===== src/hw/ddr3_rd_params.svh =====
`ifndef DDR3_RD_PARAMS_SVH
`define DDR3_RD_PARAMS_SVH

// word address into DDR3, counted in 32-bit words
`define DDR_ADDR_W      28
`define DDR_DATA_W      256  // controller word
`define BEAT_W          32   // slave beat
`define RD_ID_W         4
`define RD_LEN_W        8    // slave length minus one, up to 256 beats

// beats packed in one controller word
`define WORDS_PER_LINE  8
`define LINE_SEL_W      3

`define MAX_DDR_BURST   16   // controller words per command
`define DDR_LEN_W       4    // command length minus one

// read FIFO depth in controller words
`define FIFO_WORDS      32
`define FIFO_PTR_W      5
`define FIFO_LVL_W      6    // holds 0 to FIFO_WORDS

`endif

===== src/hw/ddr_rd_pkg.sv =====
`include "ddr3_rd_params.svh"

package ddr_rd_pkg;

    // read command to the DDR3 controller
    typedef struct packed {
        logic [`DDR_ADDR_W-1:0] addr;  // line aligned
        logic [`DDR_LEN_W-1:0]  len;   // words minus one
        logic [`RD_ID_W-1:0]    id;
    } ddr_rd_cmd_t;

    // word coming back from the controller, in order
    typedef struct packed {
        logic [`DDR_DATA_W-1:0] data;
        logic [`RD_ID_W-1:0]    id;
        logic                   last;  // final word of a command
    } ddr_rd_data_t;

endpackage


===== src/hw/slave_rd_pkg.sv =====
`include "ddr3_rd_params.svh"

package slave_rd_pkg;

    // request on the slave address channel
    typedef struct packed {
        logic [`RD_ID_W-1:0]    id;
        logic [`DDR_ADDR_W-1:0] addr;  // in 32-bit words
        logic [`RD_LEN_W-1:0]   len;   // beats minus one
    } rd_addr_req_t;

    // one beat on the slave data channel
    typedef struct packed {
        logic [`RD_ID_W-1:0] id;
        logic [`BEAT_W-1:0]  data;
        logic                last;
    } rd_beat_t;

    // handed from planner to streamer at acceptance
    typedef struct packed {
        logic [`LINE_SEL_W-1:0] drop;      // leading words to skip in the first line
        logic [`RD_LEN_W-1:0]   beats_m1;
        logic [`RD_ID_W-1:0]    id;
    } rd_job_t;

endpackage


===== src/hw/ddr3_rd_burst_planner.sv =====
`timescale 1ns/1ps
`include "ddr3_rd_params.svh"

module ddr3_rd_burst_planner (
    input  logic                       clk,
    input  logic                       ddr_rstn_sync,
    input  slave_rd_pkg::rd_addr_req_t rd_addr_req,
    input  logic                       rd_addr_valid,
    output logic                       rd_addr_ready,
    output ddr_rd_pkg::ddr_rd_cmd_t    ddr_cmd,
    output logic                       ddr_cmd_valid,
    input  logic                       ddr_cmd_ready,
    input  logic                       ddr_data_last_seen,
    input  logic [`FIFO_LVL_W-1:0]     fifo_level,
    output logic                       job_start,
    output slave_rd_pkg::rd_job_t      job,
    input  logic                       job_done
);

    typedef enum logic [1:0] {
        ST_IDLE,
        ST_WAIT,
        ST_CMD,
        ST_DATA
    } state_t;

    state_t state;
    state_t state_d;

    logic [`DDR_ADDR_W-1:0]             end_addr;
    logic [`DDR_ADDR_W-`LINE_SEL_W-1:0] line_diff;
    logic [`FIFO_LVL_W-1:0]             span_lines;
    logic [`FIFO_LVL_W-1:0]             lines_left;
    logic [`FIFO_LVL_W-1:0]             burst_lines;
    logic [`FIFO_LVL_W-1:0]             burst_len_m1;
    logic [`DDR_ADDR_W-1:0]             cmd_addr;
    logic [`RD_ID_W-1:0]                cmd_id;
    logic                               accept;
    logic                               cmd_fire;
    logic                               fifo_room;

    assign accept   = rd_addr_valid & rd_addr_ready;
    assign cmd_fire = ddr_cmd_valid & ddr_cmd_ready;

    // span in lines: last line index minus first line index, plus one
    assign end_addr   = rd_addr_req.addr + `DDR_ADDR_W'(rd_addr_req.len);
    assign line_diff  = end_addr[`DDR_ADDR_W-1:`LINE_SEL_W]
                      - rd_addr_req.addr[`DDR_ADDR_W-1:`LINE_SEL_W];
    assign span_lines = line_diff[`FIFO_LVL_W-1:0] + 1'b1;

    assign burst_lines  = (lines_left > `FIFO_LVL_W'(`MAX_DDR_BURST)) ?
                          `FIFO_LVL_W'(`MAX_DDR_BURST) : lines_left;
    assign burst_len_m1 = burst_lines - 1'b1;

    // a full burst must fit behind what is already buffered
    assign fifo_room = fifo_level <= `FIFO_LVL_W'(`FIFO_WORDS - `MAX_DDR_BURST);

    assign rd_addr_ready = (state == ST_IDLE);
    assign ddr_cmd_valid = (state == ST_CMD);
    assign ddr_cmd.addr  = cmd_addr;
    assign ddr_cmd.len   = burst_len_m1[`DDR_LEN_W-1:0];
    assign ddr_cmd.id    = cmd_id;

    assign job_start    = accept;
    assign job.drop     = rd_addr_req.addr[`LINE_SEL_W-1:0];
    assign job.beats_m1 = rd_addr_req.len;
    assign job.id       = rd_addr_req.id;

    always_comb begin
        state_d = state;
        case (state)
            ST_IDLE: begin
                if (accept) state_d = ST_WAIT;
            end
            ST_WAIT: begin
                if (job_done) begin
                    state_d = ST_IDLE;
                end else if ((lines_left != '0) && fifo_room) begin
                    state_d = ST_CMD;
                end
            end
            ST_CMD: begin
                if (cmd_fire) state_d = ST_DATA;  // command held until taken
            end
            ST_DATA: begin
                if (ddr_data_last_seen) state_d = ST_WAIT;
            end
            default: state_d = ST_IDLE;
        endcase
    end

    always_ff @(posedge clk or negedge ddr_rstn_sync) begin
        if (!ddr_rstn_sync) begin
            state      <= ST_IDLE;
            lines_left <= '0;
        end else begin
            state <= state_d;
            if (accept) begin
                lines_left <= span_lines;
            end else if (cmd_fire) begin
                lines_left <= lines_left - burst_lines;
            end
        end
    end

    // next line aligned command address and the echoed id
    always_ff @(posedge clk) begin
        if (accept) begin
            cmd_addr <= {rd_addr_req.addr[`DDR_ADDR_W-1:`LINE_SEL_W], `LINE_SEL_W'(0)};
            cmd_id   <= rd_addr_req.id;
        end else if (cmd_fire) begin
            cmd_addr <= cmd_addr + `DDR_ADDR_W'(burst_lines * `WORDS_PER_LINE);
        end
    end

endmodule


===== config.mk =====
export PLATFORM = sky130hd
export DESIGN_NAME = ddr3_rd_burst_planner
export DESIGN_NICKNAME = d
export VERILOG_FILES = /design/src/hw/ddr_rd_pkg.sv /design/src/hw/slave_rd_pkg.sv /design/src/hw/ddr3_rd_burst_planner.sv
export VERILOG_INCLUDE_DIRS = /design/src /design/src/hw
export SDC_FILE = /design/constraint.sdc
export NUM_CORES = 1
export LEC_CHECK = 0
export BUFFER_PORTS_ARGS = -buffer_cell sky130_fd_sc_hd__buf_2
export CAP_MARGIN = 20
export CORE_MARGIN = 8
export CORE_UTILIZATION = 55
export CTS_CLUSTER_SIZE = 16
export DETAILED_ROUTE_END_ITERATION = 10
export HOLD_SLACK_MARGIN = 0.03
export PLACE_DENSITY = 0.95
export SLEW_MARGIN = 20
export SYNTH_ARGS = -nofsm -noshare
export SYNTH_HDL_FRONTEND = slang
export SYNTH_SLANG_ARGS = --single-unit

===== constraint.sdc =====
create_clock -name clk -period 6.4 [get_ports clk]
set_input_delay 0.32 -clock clk [delete_from_list [all_inputs] [get_ports clk]]
set_output_delay 0.32 -clock clk [all_outputs]
set_load 0.1 [all_outputs]

==> run metrics <==
Max Clock Skew 0.0142 ns; WP depth 10; DR vias/cell 5.87; R2R Setup Slk 2.87 ns; CTS tree built; Critical Setup Path Class flop to flop; Fillers approximately 440; H-Tree Depth 2; root buf cell clkbuf_8; GP Congestion about 0.9; crit path launch type flop; WP buf/inv 0; setup violators final 0; Post-synth EDFFs 29; vias in the first global route around 3k; Max Clk Rate about 280 MHz; clock transition at the registers of the reported paths 0.07 ns; Iter 0 DRT Violations ~230; Crit. End Element flop; Mapped Area between 3000 and 4000 µm²; RSZ-0062 raised after global routing no; Synth Instances 348; CTS Buf Count 5; Final Hold Vio Count 0; Rows 27; die area approximately 8500 µm²; critical path's slowest cell or4_2; crit path launch lines_left[1]; synth warn 0; HP Class input pin to flop; Ant. Diodes 0; Sink Count 37; Initial Util 0.575; Synth top area share 0.274; final hold slack around 0.22 ns; critical-path cell list or4_2 -> a21oi_1 -> and2_1 -> ha_1 -> fa_1 -> a31oi_1 -> nor2b_1 -> o311ai_4 -> or4_1 -> nand3_1; Clk pwr share 0.074; Final Net Count around 520; Slew headroom 0.402; Critical Path Max Stage Delay 0.70 ns; met2 usage 0.344; met1 Use GR 0.221; I/O pin cnt roughly 110; initial antenna violation count 0; first-pass GRT wire length ~14 mm; maximum vdd drop 362 µV; dominant cells by area after synthesis edfxtp_1 27%, ha_1 11%, dfrtp_1 6.3%, nand2_1 5.3%, buf_4 4.7%; CTS resizes 0; CORE AREA 5540 µm²; busiest layer in global routing met2; sw power approximately 1.2 mW; clk_lat worst skew about 0.29 ns; number of post-CTS setup repair buffers 0; # port buffers ~100; Mean Syn Cell Area 9.15 µm²; post-synthesis register bit count 37; Worst-Margin Slew 0.895 ns; Required @ worst endpoint 6.55 ns; grt ovf 0; Seq/Total Area, Yosys 0.336; Final Max Tran Viols 0; router iterations before antenna repair 5; Die W between 90 and 100 µm; Routed WL approximately 8.6 mm; Seq pwr share 0.242; DRC viols 0; maximum clock path buffer count 2; Top delay family on crit path simple AND/OR/NAND/NOR gates; minimum clock period approximately 3.5 ns; cell taking the most area after synthesis edfxtp_1; status completed; Max Cap Viol 0; synthesis-to-layout area growth 16.3%; Net Sw Frac 0.607; largest net degree at the start of global routing 35; HPWL Detailed roughly 6.7 mm; total power 2.06 mW; all-layer global routing usage 0.196; final core occ 0.668; list of most frequent post-synthesis cells 45 x nand2_1, 29 x edfxtp_1, 27 x ha_1; CP endpoint cmd_addr[27]; top_reg_cell synth edfxtp_1; worst flop-to-flop path startpoint lines_left[1]; combinational power share 0.684; crit path DAT around 3.7 ns; setup TNS 0 ns; Final Cycle Share 0.551; M3 GR Usage 0.0546; FF-to-FF path depth 10; share of layout cells above drive strength 1 0.283; LEAKAGE between 1.5 and 2 nW; cell-internal power between 800 and 900 µW; highest fanout seen on the critical path 8; count leader, synth nand2_1; Reg2Reg Capture Point cmd_addr[27]; Wirelength per Cell 17.0 µm; post-route ant nets 0; Pwr Density approximately 560 nW/µm²; total number of vias between 2k and 3k; ys async rst share 0.216; Die Y 92.1 µm; Synth cell types 59
## per-stage QoR
step	cell area, µm²	instances	worst slack (ns)
global placement	3600	497	3.12
detailed placement	3600	497	2.90
finish	3700	506	2.87
global route	3700	506	2.71
floorplan	3190	351	2.34
CTS	3690	505	2.90
## sequential cells by signal, indices dropped and copies added (netlist names)
register,flops
lines_left,6
cmd_addr,25
cmd_id,4
state,2
## how the worst min path moves through the flow
stage                     from       endpoint  cells past startpoint
3_5_place_dp     ddr_rstn_sync  lines_left[2]                      1
4_1_cts        rd_addr_req[39]      cmd_id[3]                      1
2_1_floorplan    ddr_rstn_sync  lines_left[0]                      0
3_3_place_gp     ddr_rstn_sync  lines_left[2]                      1
5_1_grt        rd_addr_req[38]      cmd_id[2]                      1
6_report       rd_addr_req[38]      cmd_id[2]                      1
## metal layers
metal | vias up | share of wire | routed length, µm
li1 | 1425 | - | -
met1 | 1386 | 0.39 | 3370
met2 | 142 | 0.51 | 4400
met3 | 19 | 0.079 | 683
met4 | 0 | 0.017 | 145
met5 | - | 0 | 0
## layout by cell type, fill, tap and decap left out, drive strengths merged, types with 8 or more instances in the layout
cell / n
buf: 104
nand2: 45
edfxtp: 29
ha: 27
inv: 20
o21ai: 20
nand3: 18
a21oi: 16
xnor2: 15
nor3: 9
a31oi: 9
and2: 8
nand4: 8
mux2i: 8
dfrtp: 8
## power by group through the flow
| stage | Combinational [mW] | Sequential, mW | Clock [mW] |
|---|---|---|---|
| detailed placement | 1.39 | 0.501 | 0 |
| global placement | 1.35 | 0.491 | 0 |
| CTS | 1.39 | 0.496 | 0.153 |
| floorplan | 0.775 | 0.884 | 0 |
| global route | 1.49 | 0.513 | 0.163 |
| finish | 1.41 | 0.498 | 0.152 |
## cells by family (layout without fill, tap and decap cells)
kind of cell             count (synthesis)  in the layout  share of synthesized area
AO/OA/AOI/OAI                           72             72                      0.150
XOR/XNOR                                22             22                     0.0605
adder cells (fa/ha/maj)                 31             31                      0.125
buffers and inverters                   49            132                     0.0873
flip-flops                              37             37                      0.336
multiplexers                             8              8                     0.0252
other                                    2              5                    0.00236
AND/OR/NAND/NOR                        127            127                      0.213
## layout make-up
type / instances / area (µm²) / area share
Tap cell: 72 / 90.1 / 0.0243
Sequential cell: 37 / 1070 / 0.289
Timing Repair Buffer: 105 / 543 / 0.147
Clock inverter: 1 / 3.75 / 0.00101
Clock buffer: 6 / 72.6 / 0.0196
Inverter: 20 / 75.1 / 0.0203
Multi-Input combinational cell: 265 / 1850 / 0.499
## repair_timing
| item | in CTS | in global routing |
|---|---|---|
| hold buffers | 1 | 0 |
| hold endpoints to repair | 8 | 0 |
| setup endpoints to repair | 0 | 0 |
No activity file was read; power rests on OpenSTA's default activity.
