[src/hw/ddr3_rd_params.svh]
`ifndef DDR3_RD_PARAMS_SVH
`define DDR3_RD_PARAMS_SVH

// word address into DDR3, counted in 32-bit words
`define DDR_ADDR_W      28
`define DDR_DATA_W      256  // controller word
`define BEAT_W          32   // slave beat
`define RD_ID_W         4
`define RD_LEN_W        8    // slave length minus one, up to 256 beats

// beats packed in one controller word
`define WORDS_PER_LINE  8
`define LINE_SEL_W      3

`define MAX_DDR_BURST   16   // controller words per command
`define DDR_LEN_W       4    // command length minus one

// read FIFO depth in controller words
`define FIFO_WORDS      32
`define FIFO_PTR_W      5
`define FIFO_LVL_W      6    // holds 0 to FIFO_WORDS

`endif
[src/hw/slave_rd_pkg.sv]
`include "ddr3_rd_params.svh"

package slave_rd_pkg;

    // request on the slave address channel
    typedef struct packed {
        logic [`RD_ID_W-1:0]    id;
        logic [`DDR_ADDR_W-1:0] addr;  // in 32-bit words
        logic [`RD_LEN_W-1:0]   len;   // beats minus one
    } rd_addr_req_t;

    // one beat on the slave data channel
    typedef struct packed {
        logic [`RD_ID_W-1:0] id;
        logic [`BEAT_W-1:0]  data;
        logic                last;
    } rd_beat_t;

    // handed from planner to streamer at acceptance
    typedef struct packed {
        logic [`LINE_SEL_W-1:0] drop;      // leading words to skip in the first line
        logic [`RD_LEN_W-1:0]   beats_m1;
        logic [`RD_ID_W-1:0]    id;
    } rd_job_t;

endpackage

[src/hw/ddr3_rd_beat_streamer.sv]
`timescale 1ns/1ps
`include "ddr3_rd_params.svh"

module ddr3_rd_beat_streamer (
    input  logic                   clk,
    input  logic                   ddr_rstn_sync,
    input  logic                   job_start,
    input  slave_rd_pkg::rd_job_t  job,
    input  logic                   head_valid,
    input  logic [`BEAT_W-1:0]     head_data,
    output logic                   pop,
    output slave_rd_pkg::rd_beat_t rd_beat,
    output logic                   rd_data_valid,
    input  logic                   rd_data_ready,
    output logic                   job_done,
    output logic                   flush
);

    logic                   busy;
    logic [`LINE_SEL_W-1:0] drop_left;   // leading words still to discard
    logic [`RD_LEN_W-1:0]   beats_left;  // beats after the current one
    logic [`RD_ID_W-1:0]    id_q;
    logic                   end_q;
    logic                   dropping;
    logic                   drop_pop;
    logic                   beat_xfer;
    logic                   last_xfer;

    assign dropping = busy & (drop_left != '0);
    assign drop_pop = dropping & head_valid;

    // dropped words never reach the slave side
    assign rd_data_valid = busy & ~dropping & head_valid;
    assign beat_xfer     = rd_data_valid & rd_data_ready;
    assign last_xfer     = beat_xfer & (beats_left == '0);

    assign pop = drop_pop | beat_xfer;

    assign rd_beat.id   = id_q;
    assign rd_beat.data = head_data;
    assign rd_beat.last = (beats_left == '0);

    // the same pulse clears the FIFO tail
    assign flush = job_done;

    always_ff @(posedge clk or negedge ddr_rstn_sync) begin
        if (!ddr_rstn_sync) begin
            busy       <= 1'b0;
            drop_left  <= '0;
            beats_left <= '0;
        end else if (job_start) begin
            busy       <= 1'b1;
            drop_left  <= job.drop;
            beats_left <= job.beats_m1;
        end else begin
            if (drop_pop) begin
                drop_left <= drop_left - 1'b1;
            end

            if (last_xfer) begin
                busy <= 1'b0;
            end else if (beat_xfer) begin
                beats_left <= beats_left - 1'b1;
            end
        end
    end

    // last beat -> end_q -> job_done, ready returns one edge later
    always_ff @(posedge clk or negedge ddr_rstn_sync) begin
        if (!ddr_rstn_sync) begin
            end_q    <= 1'b0;
            job_done <= 1'b0;
        end else begin
            end_q    <= last_xfer;
            job_done <= end_q;
        end
    end

    always_ff @(posedge clk) begin
        if (job_start) begin
            id_q <= job.id;  // echoed on every beat
        end
    end

endmodule

[config.mk]
export PLATFORM = sky130hd
export DESIGN_NAME = ddr3_rd_beat_streamer
export DESIGN_NICKNAME = d
export VERILOG_FILES = /design/src/hw/slave_rd_pkg.sv /design/src/hw/ddr3_rd_beat_streamer.sv
export VERILOG_INCLUDE_DIRS = /design/src /design/src/hw
export SDC_FILE = /design/constraint.sdc
export NUM_CORES = 1
export LEC_CHECK = 0
export ABC_AREA = 1
export BUFFER_PORTS_ARGS = -buffer_cell sky130_fd_sc_hd__buf_2
export CELL_PAD_IN_SITES_DETAIL_PLACEMENT = 1
export CELL_PAD_IN_SITES_GLOBAL_PLACEMENT = 2
export CORE_MARGIN = 2
export CORE_UTILIZATION = 20
export CTS_BUF_LIST = sky130_fd_sc_hd__clkbuf_16
export DETAILED_ROUTE_END_ITERATION = 12
export PLACE_DENSITY_LB_ADDON = 0.12
export SLEW_MARGIN = 10
export SYNTH_ARGS = -nofsm -noshare
export SYNTH_HDL_FRONTEND = slang
export SYNTH_SLANG_ARGS = --single-unit
[constraint.sdc]
create_clock -name clk -period 2 [get_ports clk]
set_input_delay 0.2 -clock clk [delete_from_list [all_inputs] [get_ports clk]]
set_output_delay 0.2 -clock clk [all_outputs]
set_load 0.01 [all_outputs]
==> results of run 1 <==
==> report_power, final <==
part	internal, mW	switching (mW)	total [mW]	leakage (nW)
logic	0.105	0.167	0.272	0.432
registers	0.417	0.0383	0.455	0.209
clock network	0.266	0.149	0.416	0.0385
==> sequential cells by signal, summed over array words and instances (netlist names) <==
register,count
beats_left,8
busy,1
drop_left,3
end_q,1
flush,1
id_q,4
==> routing by layer <==
| metal | up-vias | track usage (%) | part of all wire, % |
|---|---|---|---|
| li1 | 470 | - | - |
| met1 | 477 | 12.0 | 45 |
| met2 | 50 | 15.1 | 45 |
| met3 | 2 | 4.23 | 8.9 |
| met4 | 0 | 2.60 | 0.45 |
| met5 | - | 0 | 0 |
==> synth_stat cells <==
cell type and instances:
buf_4 33, inv_2 1, nor2_4 3, o21ai_2 5, buf_2 1, a21oi_1 1, a211oi_1 2, nand2_2 7
nor2_2 1, o21ai_0 5, ha_1 3, o21ai_4 1, nand2_1 32, nand2_4 2, nor2_1 14, nand4_1 2
clkbuf_1 1, dfrtp_1 14, buf_8 1, inv_1 13, o22ai_1 1, edfxtp_1 4, nand3_1 12, xnor2_1 1
==> worst reg2reg max path: stages (launching register included) <==
cell and delay, ns:
dfrtp_1 0.39, inv_1 0.08, ha_1 0.19, nand2_4 0.07, nor2_4 0.10, nand2_4 0.09, o21ai_4 0.44, nand2_1 0.13
o21ai_2 0.08
==> cell families after synthesis <==
| group | Yosys count |
|---|---|
| AOI/OAI and AO/OA | 15 |
| xor gates and xnor gates | 1 |
| adders and majority gates | 3 |
| buffers and inverters | 50 |
| DFF | 18 |
| and+or+nand+nor | 73 |
==> final cells by class <==
cell class                      count  area share, %
Sequential cell                    18           34.3
Clock buffer                        3           5.47
Clock inverter                      1          0.273
Multi-Input combinational cell     92           37.1
Tap cell                           77           7.02
Timing Repair Buffer               31           12.0
Inverter                           14           3.83
==> placed cells by master (no fill, tap or decap), types with 2 or more instances in the layout <==
cell type	synthesis	final
a211oi_1	2	2
o21ai_0	5	5
nand3_1	12	12
buf_2	1	28
nand2_1	32	32
buf_4	33	2
dfrtp_1	14	14
nand2_4	2	2
nor2_4	3	3
inv_1	13	13
o21ai_2	5	5
nor2_1	14	14
ha_1	3	3
edfxtp_1	4	4
clkbuf_16	0	3
nand2_2	7	7
nand4_1	2	2
==> timing repair <==
item                      CTS  global route
hold buffers                1             0
hold endpoints to repair   14             0
gates resized for setup     0             0
setup buffers               0             0
==> stage by stage <==
stage	worst slack, ns	power, mW	cells	hold WS [ns]	utilization, %
6_report	0.311	1.14	236	0.125	21.7
5_1_grt	0.189	1.24	236	0.119	21.7
4_1_cts	0.287	1.17	236	0.120	21.7
3_5_place_dp	0.359	0.742	231	0.138	20.3
3_3_place_gp	0.401	0.735	231	0.138	20.3
2_1_floorplan	0.539	0.712	160	-0.0956	-
==> worst max-delay path by stage <==
stage                         end  depth (start not counted)  slack, ns
finish                 rd_beat[0]                          5       0.31
floorplan           beats_left[2]                          8       0.54
detailed placement  beats_left[0]                          8       0.36
global route           rd_beat[0]                          5       0.19
global placement    beats_left[1]                          8       0.40
CTS                    rd_beat[0]                          5       0.29
==> out/metrics.cfg, run 1 <==
[placement]
place_hpwl_um=2570
gp_congestion=0.699
dpl_cell_area_mm2=0.00128
io_buffers=28

[pwr]
cellPowerDensity_mw_per_mm2=833
p_leak_nw=0.679
ir_drop_mv=0.209

[critical_path]
path_max_fanout=6
crit_slowest_cell=dfrtp_1
required_ns=1.80
crit_type=register to primary output
cp-start-kind=register
cp.arrival_ns=1.49
r2r_setup_slack_ns=0.37
crit_family=flip-flops
timing.critical_path.buf_inv=2
max_stage_delay_ns=0.37
reg2reg_to=beats_left[0]
rr_startpoint=drop_left[0]
cp-end-kind=primary output
rr_worst_depth=8
startpoint=beats_left[0]
crit_chain=inv_1, ha_1, nand2_2, nor2_4, buf_2

[clocking]
cts_tree=built
htreeDepth=1
worstSkewPairLatency_ns=0.25
cts.clk_slew.worst_paths_ns=0.05
cts_buffers=3
ctsRootBufferMaster=clkbuf_16
cts_buffer_depth=2
cts.sinks=18

[sta]
period_needed_ns=1.69
worst_pin_slew_ns=0.557
setup_violations=0
hold_violations=0
max_slew_margin_pct=62.8
fmax_mhz=592
rsz0062_at_grt=false
finalSetupTns_ns=0
period_share_pct=84.5
clock_skew_ns=0.00496
finalMaxSlewViolations=0

[synth]
synth_cell_types=24
synth_top_cell_area_share_pct=26.9
syn_nets=215
syn_avg_cell_area_um2=8.15
synth_cells=160
synth-compound-area-share_pct=8.54
synth_area_leader_cell=dfrtp_1
synth-adder-area-share_pct=2.88
ys_ff_latch=18
synth_top_family_by_area=simple AND/OR/NAND/NOR gates
synth_seq_area_share_pct=36.1
synthMuxAreaShare_pct=0
ys_top_cells_by_area=dfrtp_1, buf_4, edfxtp_1
ys_warn_count=0
synth_xor_xnor_area_share_pct=0.672
syn_area_mm2=0.00130
synth_simple_gate_area_share_pct=27.0

[drt]
ant_nets=0
wl_per_cell_um=14.0
routed_wl_um=3300
dr.first_iter.drc_count=20
via_count=999
drt_pass1_iterations=4
viasPerCell=4.23
drc_errors=0

[final_layout]
postLayoutCellArea_mm2=0.00137
nFillCells=785
area_growth_pct=5.28
regArea_um2=470
multi_input_area_um2=509
layout-drive-gt1-share_pct=33.3
antenna_cells=0
fin_nets=215

[flow_run]
drv_cap=0

[die]
core.rowCount=29
io_pins=93
die_w_um=84.7
core_region_area_mm2=0.00631
die_area_mm2=0.00718
dieHeight_um=84.7
start_util_pct=20.7

[global_routing]
grt_first_pass_wirelength_um=5400
antenna_found_initial=0
grt_pass1_vias=1086
grt_max_degree=17
grt_overflow=0
grtUsageTotal_pct=9.61

[hold_path]
min_to=id_q[2]
hold_class=input port to register
hold_depth=1
hold_start=job[2]

[run_status]
outcome=complete, no violations

Power figures use the tool's default switching activity.
==> run 2, diff against run 1 <==
==> constraint.sdc (replaced) <==
create_clock -name clk -period 1.75 [get_ports clk]
set_input_delay 0.175 -clock clk [delete_from_list [all_inputs] [get_ports clk]]
set_output_delay 0.175 -clock clk [all_outputs]
set_load 0.01 [all_outputs]
==> out/metrics.cfg, run 2 (synthesized netlist as in run 1, its figures left out) <==
[placement]
place_hpwl_um=2590  ; +0.65%
gp_congestion=0.706  ; +1.0%
io_buffers=28  ; unchanged

[die]
start_util_pct=20.7  ; unchanged
die_area_mm2=0.00718  ; unchanged
core_region_area_mm2=0.00631  ; unchanged
dieHeight_um=84.7  ; unchanged
die_w_um=84.7  ; unchanged
io_pins=93  ; unchanged
core.rowCount=29  ; unchanged

[global_routing]
grt_first_pass_wirelength_um=5210  ; -3.4%
grt_pass1_vias=1058  ; -2.6%
antenna_found_initial=0  ; unchanged
grtUsageMet3_pct=3.93  ; -0.29 points
grtUsageTotal_pct=9.24  ; -0.37 points
grt.met1_usage_pct=11.0  ; -1.0 points
busiest_layer=met2
grt_overflow=0  ; unchanged
use_met2_pct=15.5  ; +0.36 points
grt_max_degree=17  ; unchanged

[drt]
drc_errors=0  ; unchanged
viasPerCell=4.15  ; -1.8%
dr.first_iter.drc_count=25  ; +25%
routed_wl_um=3230  ; -2.3%
via_count=993  ; -0.60%
ant_nets=0  ; unchanged
drt_pass1_iterations=4  ; unchanged
wl_per_cell_um=13.5  ; -3.5%

[critical_path]
timing.critical_path.buf_inv=2  ; unchanged
crit_chain=inv_2, ha_1, nand2_2, nor2_4, buf_2
r2r_setup_slack_ns=0.27  ; -0.10 ns
cp.arrival_ns=1.40  ; -0.09 ns
crit_type=register to primary output
max_stage_delay_ns=0.38  ; about the same
reg2reg_to=beats_left[6]
cp-end-kind=primary output
rr_startpoint=beats_left[0]
crit_family=flip-flops
cp-start-kind=register
rr_worst_depth=8  ; unchanged
path_max_fanout=6  ; unchanged
required_ns=1.57  ; -0.23 ns
crit_slowest_cell=dfrtp_1

[sta]
hold_violations=0  ; unchanged
worst_pin_slew_ns=0.499  ; -0.0580 ns
rsz0062_at_grt=false
setup_violations=0  ; unchanged
period_share_pct=90.1
finalMaxSlewViolations=0  ; unchanged
clock_skew_ns=0.00162  ; -0.00335 ns
period_needed_ns=1.58
max_slew_margin_pct=66.7  ; +3.9 points
fmax_mhz=634
finalSetupTns_ns=0  ; unchanged

[hold_path]
hold_depth=1  ; unchanged
hold_start=job[0]
min_to=id_q[0]
hold_class=input port to register

[final_layout]
layout-drive-gt1-share_pct=35.2  ; +1.9 points
reg.largest.list=beats_left: 8 flops, id_q: 4 flops, drop_left: 3 flops
area_growth_pct=7.97
largest_register_ffs=8  ; unchanged
multi_input_area_um2=509  ; unchanged
antenna_cells=0  ; unchanged
regArea_um2=470  ; unchanged
layout_common_cells=nand2_1, buf_2, nor2_1, dfrtp_1
largest-register=beats_left
layout_commonest_cell=nand2_1
nFillCells=779  ; -0.76%
fin_nets=218  ; +1.4%

[clocking]
cts_buffers=3  ; unchanged
cts.sinks=18  ; unchanged
worstSkewPairLatency_ns=0.25  ; about the same
cts.clk_slew.worst_paths_ns=0.05  ; about the same
ctsRootBufferMaster=clkbuf_16
cts_tree=built
htreeDepth=1  ; unchanged
cts_buffer_depth=2  ; unchanged

[pwr]
p_leak_nw=0.697  ; +2.7%
total_power_mw=1.30  ; +14%
cellPowerDensity_mw_per_mm2=923  ; +11%
ir_drop_mv=0.227  ; +8.4%

[run_status]
outcome=complete, no violations

[flow_run]
drv_cap=0  ; unchanged

-- run 2: cell types whose count changed in the layout (fill, tap and decap cells not counted), sizes merged --
cell and delta:
buf +3
-- run 2: worst max-delay path by stage --
stage	cells after the start	from	slack, ns	end
2_1_floorplan	8	beats_left[0]	0.29	beats_left[2]
3_3_place_gp	8	drop_left[0]	0.15	beats_left[1]
3_5_place_dp	8	drop_left[0]	0.1	beats_left[1]
4_1_cts	5	beats_left[0]	0.07	rd_beat[0]
5_1_grt	5	beats_left[0]	0.08	rd_beat[0]
6_report	5	beats_left[0]	0.17	rd_beat[0]
-- run 2: area by class of cell --
type | count | area share (%)
clock inverters | 1 | 0.267
clock buffers | 3 | 5.33
repair buffers | 34 | 14.2
multi-input cells | 92 | 36.2
flip-flops and latches | 18 | 33.4
well taps | 77 | 6.84
inverters | 14 | 3.73
-- run 2: stage by stage --
step | setup WS (ns) | util (%) | instances | area, um2 | hold slack (ns)
floorplan | 0.289 | - | 160 | 1300 | -0.121
global placement | 0.145 | 20.5 | 232 | 1290 | 0.115
detailed placement | 0.0984 | 20.5 | 232 | 1290 | 0.114
CTS | 0.0668 | 21.9 | 237 | 1380 | 0.0971
global route | 0.0754 | 22.3 | 239 | 1410 | 0.0989
finish | 0.174 | 22.3 | 239 | 1410 | 0.102
-- run 2: worst reg2reg max path: cells and delay by family (launching register included) --
family	cells	cell delay, ns
buffers and inverters	2	0.30
adder cells (fa/ha/maj)	1	0.21
AND/OR/NAND/NOR	4	0.39
flip-flops	1	0.38
AO/OA/AOI/OAI	1	0.08
-- run 2: layer usage --
layer	vias to the layer above	routed length, um
met1	464	1400
met3	2	303
met4	0	15
met5	-	0
met2	52	1510
li1	475	-
-- run 2: report_power, final --
| part | leakage, nW | switching [mW] | internal (mW) | total (mW) |
|---|---|---|---|---|
| combinational | 0.450 | 0.192 | 0.129 | 0.321 |
| sequential | 0.209 | 0.0443 | 0.476 | 0.521 |
| clock | 0.0385 | 0.154 | 0.304 | 0.458 |
| total | 0.697 | 0.390 | 0.909 | 1.30 |
-- run 2: timing repair --
item	4_1_cts	5_1_grt
hold buffers	1	0
setup buffers	0	2
hold endpoints to repair	14	0
gates resized for setup	0	1
setup endpoints to repair	0	3
==> run 3, diff against run 2 <==
==> constraint.sdc (replaced) <==
create_clock -name clk -period 1.75 [get_ports clk]
set_input_delay 0 -clock clk [delete_from_list [all_inputs] [get_ports clk]]
set_output_delay 0 -clock clk [all_outputs]
set_load 0.01 [all_outputs]
==> out/metrics.cfg, run 3 (synthesized netlist as in run 1, its figures left out) <==
[sta]
fmax_mhz=637  ; +0.42%
finalSetupTns_ns=0  ; unchanged
clock_skew_ns=0.00607  ; +0.00445 ns
finalMaxSlewViolations=0  ; unchanged
fin_ws_ns=0.180  ; +0.00662 ns
rsz0062_at_grt=false
period_share_pct=89.7  ; -0.38 points
period_needed_ns=1.57  ; -0.00662 ns
setup_violations=0  ; unchanged
worst_pin_slew_ns=0.539  ; +0.0399 ns
max_slew_margin_pct=64.0  ; -2.7 points
hold_violations=0  ; unchanged

[critical_path]
cp-end-kind=register
cp.arrival_ns=1.70  ; +0.30 ns
cp-start-kind=register
rr_worst_depth=8  ; unchanged
required_ns=1.88  ; +0.31 ns
crit_type=register to register
path_max_fanout=8  ; +2

[hold_path]
hold_class=input port to primary output
hold_depth=0  ; -1

[clocking]
cts.clk_slew.worst_paths_ns=0.05  ; about the same
worstSkewPairLatency_ns=0.25  ; about the same
htreeDepth=1  ; unchanged
ctsRootBufferMaster=clkbuf_16
cts_tree=built
cts_buffer_depth=2  ; unchanged
cts_buffers=3  ; unchanged
cts_resized=0  ; unchanged
cts.sinks=18  ; unchanged

[pwr]
total_power_mw=1.32  ; +1.8%
p_leak_nw=0.714  ; +2.4%
ir_drop_mv=0.240  ; +5.7%
cellPowerDensity_mw_per_mm2=912  ; -1.2%

[drt]
viasPerCell=4.20  ; +1.0%
routed_wl_um=3350  ; +3.8%
drc_errors=0  ; unchanged
drt_pass1_iterations=4  ; unchanged
dr.first_iter.drc_count=22  ; -12%
ant_nets=0  ; unchanged
wl_per_cell_um=13.8  ; +2.1%
via_count=1020  ; +2.7%

[placement]
dp.cells=231  ; -0.43%
place_hpwl_um=2570  ; -0.63%
dpl_cell_area_mm2=0.00128  ; -0.58%
io_buffers=28  ; unchanged
gp_congestion=0.700  ; -0.98%
dp_slack_ns=0.107  ; +0.00819 ns

[final_layout]
largest_register_ffs=8  ; unchanged
postLayoutCellArea_mm2=0.00145  ; +3.0%
antenna_cells=0  ; unchanged
nFillCells=781  ; +0.26%
regArea_um2=470  ; unchanged
fin_cells=243  ; +1.7%
layout_common_cells=nand2_1, buf_2, nor2_1, dfrtp_1, inv_1
layout-drive-gt1-share_pct=33.1  ; -2.1 points
fin_nets=222  ; +1.8%
multi_input_area_um2=509  ; unchanged
layout_commonest_cell=nand2_1
area_growth_pct=11.2
reg.largest.list=beats_left: 8 flops, id_q: 4 flops, drop_left: 3 flops
largest-register=beats_left

[global_routing]
grt_overflow=0  ; unchanged
grt_max_degree=17  ; unchanged
antenna_found_initial=0  ; unchanged
grt_first_pass_wirelength_um=5560  ; +6.8%
grtUsageTotal_pct=9.83  ; +0.59 points
grt_pass1_vias=1128  ; +6.6%

[die]
die_area_mm2=0.00718  ; unchanged
io_pins=93  ; unchanged
dieHeight_um=84.7  ; unchanged
die_w_um=84.7  ; unchanged
core_region_area_mm2=0.00631  ; unchanged
start_util_pct=20.7  ; unchanged
core.rowCount=29  ; unchanged

[run_status]
outcome=complete, no violations

[flow_run]
drv_cap=0  ; unchanged

[run 3: cell types whose count changed in the layout (fill, tap and decap cells not counted), sizes merged]
cell,before,now
dlygate4sd3,1,6
buf,33,32
[run 3: report_power, final]
group          total (mW)  switching [mW]  internal [mW]
sequential          0.521          0.0445          0.476
clock               0.473           0.169          0.304
combinational       0.329           0.194          0.135
[run 3: metrics by stage]
step | util (%) | hold slack (ns)
final | 23.0 | 0.00000443
after global routing | 23.0 | 0.0000181
after CTS | 22.5 | 0.0000686
after detailed placement | 20.3 | -0.0612
after global placement | 20.3 | -0.0616
after floorplan | - | -0.296
[run 3: final timing paths]
path,from,to,slack [ns]
setup reg to reg,beats_left[0],beats_left[0],0.18
hold reg to reg,end_q,flush,0.35
min in group asynchronous,ddr_rstn_sync,busy,0.21
hold / removal,head_data[8],rd_beat[9],0.000004
max in group asynchronous,ddr_rstn_sync,beats_left[2],1.27
setup / recovery,beats_left[0],beats_left[0],0.18
[run 3: final cells by class]
class / count / share of cell area (%)
clock inverters: 1 / 0.259
inverters: 14 / 3.62
repair buffers: 38 / 16.7
clock buffers: 3 / 5.18
multi-input cells: 92 / 35.1
well taps: 77 / 6.64
flip-flops and latches: 18 / 32.4
[run 3: repair_timing]
action,in CTS,in global routing
endpoints found under the hold margin,19,0
hold buffers,6,0
setup endpoints to repair,0,2
buffers inserted,0,2
[run 3: routing by layer]
metal,wire length (um),global-route usage (%)
met1,1480,12.1
met2,1570,15.8
met3,284,4.13
met4,15,2.60
met5,0,0
[run 3: worst max-delay path, stage by stage (launching register included)]
cell,delay [ns]
dfrtp_1,0.37
inv_1,0.18
ha_1,0.24
nand2_2,0.10
nor2_4,0.18
o21ai_4,0.09
buf_12,0.17
nand2_1,0.07
o21ai_2,0.05
